$ cat src/hdl/fetch_consts.svh
`ifndef FETCH_CONSTS_SVH
`define FETCH_CONSTS_SVH

// first fetch address out of reset
`define FETCH_RESET_PC 32'h8000_0000

// direct-mapped icache geometry
`define ICACHE_LINES 16

// words per line, also the refill burst length
`define ICACHE_LINE_WORDS 4

`endif

$ cat src/hdl/axi_pkg.sv
package axi_pkg;

  // read address channel, travels with valid
  typedef struct packed {
    logic        valid;
    logic [31:0] addr;
    logic [7:0]  len;
  } axi_ar_t;

  // read data beat
  typedef struct packed {
    logic        valid;
    logic [31:0] data;
    logic        last;
    logic [1:0]  resp;
  } axi_r_t;

endpackage

$ cat src/hdl/fetch_pkg.sv
package fetch_pkg;

  // instruction handed to decode
  typedef struct packed {
    logic [31:0] pc;
    logic [31:0] inst;
  } fetch_out_t;

  // single-cycle redirect strobe with its target
  typedef struct packed {
    logic        strobe;
    logic [31:0] target;
  } redirect_t;

  // major opcodes looked at by the predictor, inst[6:2]
  typedef enum logic [4:0] {
    op_other  = 5'b00000,
    op_branch = 5'b11000,
    op_jal    = 5'b11011
  } rv_opcode_e;

  typedef enum logic [1:0] {
    cs_idle,
    cs_request,
    cs_refill
  } icache_state_e;

endpackage

$ cat src/hdl/icache.sv
`timescale 1ns/1ps
`include "fetch_consts.svh"

module icache
  import axi_pkg::*;
  import fetch_pkg::*;
(
  input  logic        clock,
  input  logic        reset,
  input  logic        fencei,
  input  logic [31:0] addr,
  input  logic        ar_ready,
  input  axi_r_t      mem_r,
  output logic        hit,
  output logic [31:0] inst,
  output axi_ar_t     mem_ar,
  output logic        r_ready
);

  localparam int WORD_BITS = $clog2(`ICACHE_LINE_WORDS);
  localparam int INDEX_BITS = $clog2(`ICACHE_LINES);
  localparam int OFFSET_BITS = WORD_BITS + 2;
  localparam int TAG_BITS = 32 - INDEX_BITS - OFFSET_BITS;

  logic [31:0] data_mem [`ICACHE_LINES * `ICACHE_LINE_WORDS];
  logic [TAG_BITS-1:0] tag_mem [`ICACHE_LINES];
  logic [`ICACHE_LINES-1:0] line_valid;

  icache_state_e state;
  logic [31:0] miss_addr;
  logic [WORD_BITS-1:0] beat_cnt;
  logic fence_seen;

  logic [TAG_BITS-1:0] tag;
  logic [TAG_BITS-1:0] miss_tag;
  logic [INDEX_BITS-1:0] index;
  logic [INDEX_BITS-1:0] miss_index;
  logic [WORD_BITS-1:0] word;
  logic beat_done;
  logic refill_last;

  // lookup side, from the fetch pc
  assign tag = addr[31 -: TAG_BITS];
  assign index = addr[OFFSET_BITS +: INDEX_BITS];
  assign word = addr[2 +: WORD_BITS];

  // refill side, from the latched miss address
  assign miss_tag = miss_addr[31 -: TAG_BITS];
  assign miss_index = miss_addr[OFFSET_BITS +: INDEX_BITS];

  assign hit = line_valid[index] && (tag_mem[index] == tag);
  assign inst = data_mem[{index, word}];

  // r_ready is only high in refill, so valid alone marks a beat
  assign beat_done = (state == cs_refill) && mem_r.valid;
  assign refill_last = beat_done && mem_r.last;

  assign mem_ar = '{
    valid: (state == cs_request),
    addr:  miss_addr,
    len:   8'(`ICACHE_LINE_WORDS - 1)
  };
  assign r_ready = (state == cs_refill);

  always_ff @(posedge clock) begin
    if (reset) begin
      state <= cs_idle;
      line_valid <= '0;
      fence_seen <= 1'b0;
      beat_cnt <= '0;
    end else begin
      case (state)
        cs_idle: begin
          if (!hit) begin
            state <= cs_request;
            // line gets overwritten, drop it now
            line_valid[index] <= 1'b0;
            fence_seen <= 1'b0;
          end
        end
        cs_request: begin
          if (ar_ready) begin
            state <= cs_refill;
            beat_cnt <= '0;
          end
        end
        cs_refill: begin
          if (beat_done) begin
            beat_cnt <= beat_cnt + 1'b1;
            if (mem_r.last) begin
              state <= cs_idle;
              // a fence during refill leaves possibly stale words behind
              line_valid[miss_index] <= !fence_seen;
            end
          end
        end
        default: state <= cs_idle;
      endcase

      if (fencei) begin
        line_valid <= '0;
        if (state != cs_idle) begin
          fence_seen <= 1'b1;
        end
      end
    end
  end

  always_ff @(posedge clock) begin
    if (state == cs_idle && !hit) begin
      miss_addr <= {addr[31:OFFSET_BITS], {OFFSET_BITS{1'b0}}};
    end
    if (beat_done) begin
      data_mem[{miss_index, beat_cnt}] <= mem_r.data;
    end
    if (refill_last) begin
      tag_mem[miss_index] <= miss_tag;
    end
  end

  ar_hold: assert property (@(posedge clock) disable iff (reset)
    mem_ar.valid && !ar_ready |=> mem_ar.valid && $stable(mem_ar));

  last_in_refill: assert property (@(posedge clock) disable iff (reset)
    mem_r.valid && mem_r.last |-> state == cs_refill);

endmodule

$ cat src/hdl/next_pc_predict.sv
`timescale 1ns/1ps

module next_pc_predict
  import fetch_pkg::*;
(
  input  logic [31:0] pc,
  input  logic [31:0] inst,
  output logic [31:0] pred_pc
);

  rv_opcode_e opcode;
  logic [31:0] imm_b;
  logic [31:0] imm_j;
  logic [31:0] offset;

  assign opcode = rv_opcode_e'(inst[6:2]);

  assign imm_b = {{20{inst[31]}}, inst[7], inst[30:25], inst[11:8], 1'b0};
  assign imm_j = {{12{inst[31]}}, inst[19:12], inst[20], inst[30:21], 1'b0};

  always_comb begin
    case (opcode)
      // backward taken, forward not taken
      op_branch: offset = inst[31] ? imm_b : 32'd4;
      op_jal:    offset = imm_j;
      default:   offset = 32'd4;
    endcase
  end

  assign pred_pc = pc + offset;

endmodule

$ cat src/hdl/ifu.sv
`timescale 1ns/1ps
`include "fetch_consts.svh"

module ifu
  import fetch_pkg::*;
(
  input  logic        clock,
  input  logic        reset,
  input  redirect_t   jump_redirect,
  input  redirect_t   cs_redirect,
  input  logic        out_ready,
  input  logic        hit,
  input  logic [31:0] inst,
  input  logic [31:0] pred_pc,
  output logic [31:0] fetch_pc,
  output logic        out_valid,
  output fetch_out_t  out
);

  redirect_t redirect;
  logic pending;
  logic [31:0] pending_target;
  logic out_valid_q;
  logic out_free;
  logic take_inst;

  // cs redirect has priority over jump
  assign redirect = cs_redirect.strobe ? cs_redirect : jump_redirect;

  assign out_free = !out_valid_q || out_ready;
  assign take_inst = hit && out_free && !redirect.strobe && !pending;

  // redirect kills the instruction sitting in the output register
  assign out_valid = out_valid_q && !redirect.strobe;

  always_ff @(posedge clock) begin
    if (reset) begin
      fetch_pc <= `FETCH_RESET_PC;
      out_valid_q <= 1'b0;
      pending <= 1'b0;
    end else if (redirect.strobe) begin
      out_valid_q <= 1'b0;
      // cache busy on a miss, so park the target until it is done
      pending <= !hit;
      if (hit) begin
        fetch_pc <= redirect.target;
      end
    end else if (pending) begin
      out_valid_q <= 1'b0;
      if (hit) begin
        pending <= 1'b0;
        fetch_pc <= pending_target;
      end
    end else begin
      if (out_free) begin
        out_valid_q <= hit;
      end
      if (take_inst) begin
        fetch_pc <= pred_pc;
      end
    end
  end

  always_ff @(posedge clock) begin
    if (redirect.strobe && !hit) begin
      pending_target <= redirect.target;
    end
    if (take_inst) begin
      out <= '{pc: fetch_pc, inst: inst};
    end
  end

  pc_aligned: assert property (@(posedge clock) disable iff (reset)
    out_valid |-> out.pc[1:0] == 2'b00);

  // stalled output keeps its instruction until taken or flushed
  out_hold: assert property (@(posedge clock) disable iff (reset)
    out_valid && !out_ready |=> out_valid_q && $stable(out));

endmodule

$ cat src/hdl/fetch_top.sv
`timescale 1ns/1ps

module fetch_top
  import axi_pkg::*;
  import fetch_pkg::*;
(
  input  logic       clock,
  input  logic       reset,
  input  redirect_t  jump_redirect,
  input  redirect_t  cs_redirect,
  input  logic       fencei,
  input  logic       out_ready,
  input  logic       ar_ready,
  input  axi_r_t     mem_r,
  output logic       out_valid,
  output fetch_out_t out,
  output axi_ar_t    mem_ar,
  output logic       r_ready
);

  logic [31:0] fetch_pc;
  logic [31:0] inst;
  logic [31:0] pred_pc;
  logic hit;

  ifu i_ifu (
    .clock         (clock),
    .reset         (reset),
    .jump_redirect (jump_redirect),
    .cs_redirect   (cs_redirect),
    .out_ready     (out_ready),
    .hit           (hit),
    .inst          (inst),
    .pred_pc       (pred_pc),
    .fetch_pc      (fetch_pc),
    .out_valid     (out_valid),
    .out           (out)
  );

  icache i_icache (
    .clock    (clock),
    .reset    (reset),
    .fencei   (fencei),
    .addr     (fetch_pc),
    .ar_ready (ar_ready),
    .mem_r    (mem_r),
    .hit      (hit),
    .inst     (inst),
    .mem_ar   (mem_ar),
    .r_ready  (r_ready)
  );

  next_pc_predict i_next_pc_predict (
    .pc      (fetch_pc),
    .inst    (inst),
    .pred_pc (pred_pc)
  );

endmodule

$ cat config.mk
export PLATFORM = sky130hd
export DESIGN_NAME = fetch_top
export DESIGN_NICKNAME = d
export VERILOG_FILES = /design/src/hdl/axi_pkg.sv /design/src/hdl/fetch_pkg.sv /design/src/hdl/icache.sv /design/src/hdl/next_pc_predict.sv /design/src/hdl/ifu.sv /design/src/hdl/fetch_top.sv
export VERILOG_INCLUDE_DIRS = /design/src /design/src/hdl
export SDC_FILE = /design/constraint.sdc
export NUM_CORES = 2
export LEC_CHECK = 0
export BUFFER_PORTS_ARGS = -buffer_cell sky130_fd_sc_hd__clkbuf_2
export CORE_UTILIZATION = 60
export DETAILED_ROUTE_END_ITERATION = 16
export PLACE_DENSITY = 0.79
export SETUP_SLACK_MARGIN = 0.5
export SLEW_MARGIN = 20
export SYNTH_ARGS = -nofsm -noshare
export SYNTH_HDL_FRONTEND = slang
export SYNTH_SLANG_ARGS = --single-unit
$ cat constraint.sdc
create_clock -name clock -period 9 [get_ports clock]
set_clock_uncertainty 0.15 [all_clocks]
set_input_delay 0 -clock clock [delete_from_list [all_inputs] [get_ports clock]]
set_output_delay 0 -clock clock [all_outputs]
set_load 0.1 [all_outputs]
After elaboration in Yosys (flattened, before gate mapping)
Memories as Yosys holds them, arrays and structs flattened. A register that Yosys moved wholly into a read port is not among the register bits.
Index checks and enable logic that the tools add are counted.
{"block": "word_totals", "memories": 2, "output_inout_bits": 107, "inputBits": 107, "regBits": 179, "ramBits": 2432, "elab_cells": 102}
{"name": "i_icache.data_mem", "words": 64, "word_bits": 32, "rd": 1, "rd_ports_with_merged_regs": 1, "write_ports": 1, "line_no": "icache.sv:25", "source": "logic [31:0] data_mem [`ICACHE_LINES * `ICACHE_LINE_WORDS];"}
{"name": "i_icache.tag_mem", "words": 16, "word_bits": 24, "rd": 1, "rd_ports_with_merged_regs": 1, "write_ports": 1, "line_no": "icache.sv:26", "source": "logic [TAG_BITS-1:0] tag_mem [`ICACHE_LINES];"}
{"block": "classes", "bitwise_logic": 2, "eq_ne": 11, "addsub": 2, "n_reduce_logical": 28, "magnitude_cmp": 4, "n_mux": 42}
{"op": "$mux W32", "n": 6}
{"op": "$pmux W32 S2", "n": 1}
{"op": "$mux W16", "n": 3}
{"op": "$mux W33", "n": 1}
{"op": "$add A32 B32 Y32", "n": 1}
{"op": "$pmux W16 S2", "n": 1}
{"op": "$eq A24 B24 Y1", "n": 1}
{"op": "$and A16 B16 Y16", "n": 1}
{"op": "$bwmux W16", "n": 1}
{"op": "$not A16 Y16", "n": 1}
{"op": "$mux W1", "n": 14}
{"op": "$mux W2", "n": 6}
{"op": "$mux W6", "n": 2}
{"op": "$logic_and A1 B1 Y1", "n": 11}
{"op": "$eq A5 B5 Y1 const B", "n": 2}
{"op": "$lt A4 B5 Y1 const B", "n": 2}
{"op": "$demux W1 S4", "n": 2}
{"op": "$ge A4 B1 Y1 const B", "n": 2}
{"op": "$mux W4", "n": 2}
{"op": "$reduce_and A4 Y1", "n": 2}
{"op": "$ne A2 B1 Y1 const B", "n": 3}
{"op": "$ne A2 B2 Y1 const B", "n": 3}
{"op": "$pmux W2 S3", "n": 1}
{"op": "$reduce_and A3 Y1", "n": 2}
{"op": "other kinds (12)", "n": 18}

Longest topological paths before layout
{"block": "depth", "depth_word": 11, "ltp_mapped": 28, "mapped_depth_nobuf": 22}

Modules after synthesis
Synthesis repeated with hierarchy kept, for this count alone.
{"block": "hier_totals", "hier_cells": 4724, "hier_area_um2": 102393.2}
{"module": "icache", "instances": 1, "cells_per_inst": 4107, "area_each_um2": 95273.9}
{"module": "ifu", "instances": 1, "cells_per_inst": 328, "area_each_um2": 5121.2}
{"module": "next_pc_predict", "instances": 1, "cells_per_inst": 289, "area_each_um2": 1998.2}

Worst setup path before layout
OpenSTA, ideal clock, no wires.
{"block": "synth_path", "path_kind": "reg2reg", "startpoint": "register (tool-made name)", "endpoint": "register i_ifu.fetch_pc[27]", "t_arrival_ns": 6.123, "setup_ns": 0.070, "synth_period_minus_slack_ns": 6.344, "path_slack_ns": 2.656, "required_time_ns": 8.780, "path_stages_with_launch": 21, "path_cell_list": "dfxtp_1 -> buf_2 -> buf_4 -> buf_2 -> buf_2 -> buf_1 -> mux4_2 -> mux4_2 -> mux4_2 -> a22o_1 -> ha_1 -> nor2b_1 -> o2111ai_1 -> a2111o_1 -> a2111oi_0 -> o211ai_1 -> nand3b_1 -> xnor2_1 -> o21ai_0 -> or3b_1 -> a21oi_1"}
{"item": "to (signal assigned)", "line_no": "ifu.sv:38", "source": "fetch_pc <= `FETCH_RESET_PC;"}
{"item": "to (signal assigned)", "line_no": "ifu.sv:46", "source": "fetch_pc <= redirect.target;"}
{"item": "to (signal assigned)", "line_no": "ifu.sv:52", "source": "fetch_pc <= pending_target;"}
{"item": "to (decl)", "line_no": "ifu.sv:15", "source": "output logic [31:0] fetch_pc,"}

==> results.cfg <==
[worst_hold_path]
min_path_type = primary input to flop
min_to = i_icache.data_mem[18][16]
holdPathStages = 2
holdCritStartpoint = mem_r[19]

[logic_synthesis]
syn_avg_cell_area_um2 = 22.0
synth_edf_count = 2556
synth_area_mm2 = 0.102
yosys.area.top_type_share_pct = 75.1
ys_seq_area_share_pct = 76.3
synthTopCellsByArea = edfxtp_1 (75%), mux4_2 (16%), dfxtp_1 (1.2%)
synth_top_cell_by_area = edfxtp_1
synth-seq-cells = 2617
ys.flop_type = edfxtp_1
async_flop_share_pct = 0
synthCells = 4644
synth_cell_type_count = 76
yosysWarnings = 0

[grt]
grt_max_degree = 113
grt_remaining_overflow = 0
grt_pass1_wl_um = 424000
antenna_found_initial = 14
grt_pass1_vias = 55708
grtUsageTotal_pct = 35.6

[status]
status = complete, no violations

[sta]
finalCritPeriodShare_pct = 91.6
fmax_mhz = 121
finalSetupViolCount = 0
rsz0062_at_grt = no
tns_ns = 0
slew_headroom_pct = 18.2
holdWs_ns = 0.0698
hold_viol = 0
worst_pin_slew_ns = 1.23
slew_violations = 0
finalCriticalPeriod_ns = 8.24

[clocking]
postCtsSetupBuffers = 0
clock_sinks = 2617
cts_root_buf = clkbuf_16
numCtsBuffers = 235
path_clk_slew_ns = 0.07
cts_tree = yes
clockBufferDepth = 3
clk_latency_ns = 0.91
htreeDepth = 4

[pwr]
leakagePower_nw = 36.0
p_clk_share_pct = 41.7
switching_share_pct = 21.2
p_switching_mw = 5.07
p_int_mw = 18.9
vdd_drop_max_mv = 0.250
combPwrFrac_pct = 2.0
seq_power_share_pct = 56.3
p_per_area_mw_per_mm2 = 206

[floorplan]
num_io_pins = 214
die_h_um = 415
die-area_mm2 = 0.172
fp-row-count = 151
die_w_um = 415
core_area_mm2 = 0.169
initial_utilization_pct = 60.4

[placement]
routabilityCongestion = 0.926
dpl.hpwl_um = 149000
placed_area_mm2 = 0.107
portBuffers = 199
post-place-cells = 6950

[detailed_routing]
wl_um = 305000
drt_iter0_markers = 9250
dr_total_vias = 55504
drtPass1Iterations = 14
viasPerCell = 7.31
postRouteAntennaNets = 0
drc = 0
wl_per_cell_um = 40.1

[final_layout]
finalNonFillerCells = 7596
fin_nets = 5290
drive_gt1_share_pct = 28.7
nFillCells = 9396
postLayoutCoreUtil_pct = 68.6
syn_to_final_growth_pct = 13.6
post-route-cell-area_mm2 = 0.116

[worst_setup_path]
rr_worst_depth = 24
rr_endpoint = i_ifu.fetch_pc[29]
worstPathRequired_ns = 9.69
critical_path_class = flop to flop
worstSetupEndpointType = flop
r2r_setup_slack_ns = 0.76
path_max_fanout = 57
setup.worst_path.start_class = flop
critPathArrivalTime_ns = 8.93

[flow_run]
cap_violations = 0
==> cell families (layout without fill, tap and decap cells) <==
| kind of cell | Yosys count | in the layout | share of synthesized area [%] |
|---|---|---|---|
| buffers and inverters | 273 | 977 | 1.25 |
| and+or+nand+nor | 491 | 491 | 2.26 |
| muxes | 831 | 831 | 17.1 |
| AOI/OAI and AO/OA | 343 | 343 | 2.25 |
| xor gates and xnor gates | 56 | 56 | 0.480 |
| adders and majority gates | 31 | 31 | 0.387 |
| DFF | 2617 | 2617 | 76.3 |
| other | 2 | 32 | 0.00735 |
==> cells in the mapped netlist, drive strengths merged, types with 40 or more instances <==
library cell,instances
o21ai,54
buf,144
mux4,725
mux2i,66
edfxtp,2556
nor2,154
nand2,146
clkbuf,111
dfxtp,61
a21oi,83
mux2,40
a22oi,46
==> layout by cell type (no fill, tap or decap), types with 14 or more instances in the layout <==
| cell | instances |
|---|---|
| dfxtp_1 | 54 |
| buf_4 | 124 |
| nand3_1 | 31 |
| a22oi_1 | 46 |
| mux2i_1 | 66 |
| nand2b_1 | 18 |
| edfxtp_1 | 2556 |
| ha_1 | 30 |
| nand4_1 | 15 |
| mux2_2 | 40 |
| clkbuf_16 | 236 |
| nor2_4 | 78 |
| nand2_1 | 146 |
| nor2b_1 | 23 |
| xor2_1 | 26 |
| a31oi_1 | 15 |
| inv_1 | 14 |
| clkinv_2 | 46 |
| and2_1 | 15 |
| bufinv_16 | 16 |
| buf_2 | 21 |
| nor3_1 | 22 |
| dlygate4sd3_1 | 181 |
| o21ai_0 | 50 |
| xnor2_1 | 30 |
| a21oi_1 | 82 |
| nor2_1 | 73 |
| clkbuf_2 | 175 |
| clkinv_1 | 65 |
| diode_2 | 20 |
| mux4_2 | 725 |
| clkbuf_1 | 56 |
| a21o_1 | 16 |
==> per-layer routing <==
| layer | GRT usage [%] | vias to the layer above | share of wire, % |
|---|---|---|---|
| li1 | - | 20641 | - |
| met1 | 44.9 | 28104 | 31 |
| met2 | 56.1 | 5532 | 48 |
| met3 | 9.52 | 1223 | 14 |
| met4 | 21.4 | 4 | 7.2 |
| met5 | 0 | - | 0.0082 |
==> worst max-delay path by stage <==
| stage | end | depth (start not counted) | slack, ns |
|---|---|---|---|
| 4_1_cts | i_ifu.fetch_pc[29] | 24 | 0.94 |
| 5_1_grt | i_ifu.fetch_pc[29] | 24 | 0.54 |
| 3_5_place_dp | i_ifu.fetch_pc[27] | 23 | 1.54 |
| 6_report | i_ifu.fetch_pc[29] | 24 | 0.76 |
| 3_3_place_gp | i_ifu.fetch_pc[27] | 23 | 1.56 |
| 2_1_floorplan | i_ifu.fetch_pc[27] | 20 | 2.66 |
==> layout make-up <==
type                       instances  area, µm²  area share [%]
timing repair buffer             516       4040            3.48
multi-input combinational       1764      23600            20.4
sequential                      2617      78000            67.2
inverter                          18       77.6          0.0668
clock inverter                   146       1320            1.13
antenna                           20       50.0          0.0431
clock buffer                     297       6180            5.33
tap                             2218       2780            2.39
==> what timing repair did <==
action / CTS / global route
gates resized for setup: 0 / 2
setup endpoints to repair: 0 / 1
hold buffers: 174 / 7
endpoints found under the hold margin: 1471 / 448
==> worst max-delay path, cell delays in order, from the launching register on <==
cell,delay (ns)
dfxtp_4,0.99
buf_4,0.37
mux4_2,0.37
a22o_1,0.23
a221oi_1,0.29
o32a_1,0.22
o21ai_1,0.38
nor3b_1,0.43
nand2_1,0.25
inv_1,0.24
a22o_1,0.19
ha_1,0.18
inv_1,0.07
fa_1,0.44
nor2b_1,0.26
o2111ai_1,0.22
a2111o_1,0.48
a2111oi_1,0.69
o211ai_1,0.27
a31oi_1,0.26
xnor2_1,0.08
o21ai_0,0.19
nand2_1,0.08
a21oi_1,0.16
dlygate4sd3_1,0.56
==> power groups by stage <==
stage               Clock (mW)  Combinational (mW)  Sequential, mW
global route              10.4               0.504            13.5
detailed placement           0               0.398            13.7
floorplan                    0               0.117            13.8
global placement             0               0.381            13.7
finish                    9.98               0.490            13.5
CTS                       9.95               0.468            13.5
==> registers in the layout, summed over array words and instances (netlist names), named ones only <==
| name | count |
|---|---|
| i_icache.state | 2 |
| i_icache.miss_addr | 28 |
| i_icache.fence_seen | 1 |
| i_ifu.out | 64 |
| i_ifu.pending | 1 |
| i_icache.beat_cnt | 2 |
| i_icache.tag_mem | 384 |
| i_ifu.pending_target | 32 |
| i_ifu.out_valid_q | 1 |
| i_ifu.fetch_pc | 32 |
| i_icache.line_valid | 16 |
| i_icache.data_mem | 2048 |
==> metrics by stage <==
step | power [mW] | setup slack, ns
after global routing | 24.4 | 0.538
after CTS | 23.9 | 0.935
after floorplan | 13.9 | 2.66
final | 23.9 | 0.759
after detailed placement | 14.1 | 1.54
after global placement | 14.1 | 1.56
(Power assumes the default switching activity.)
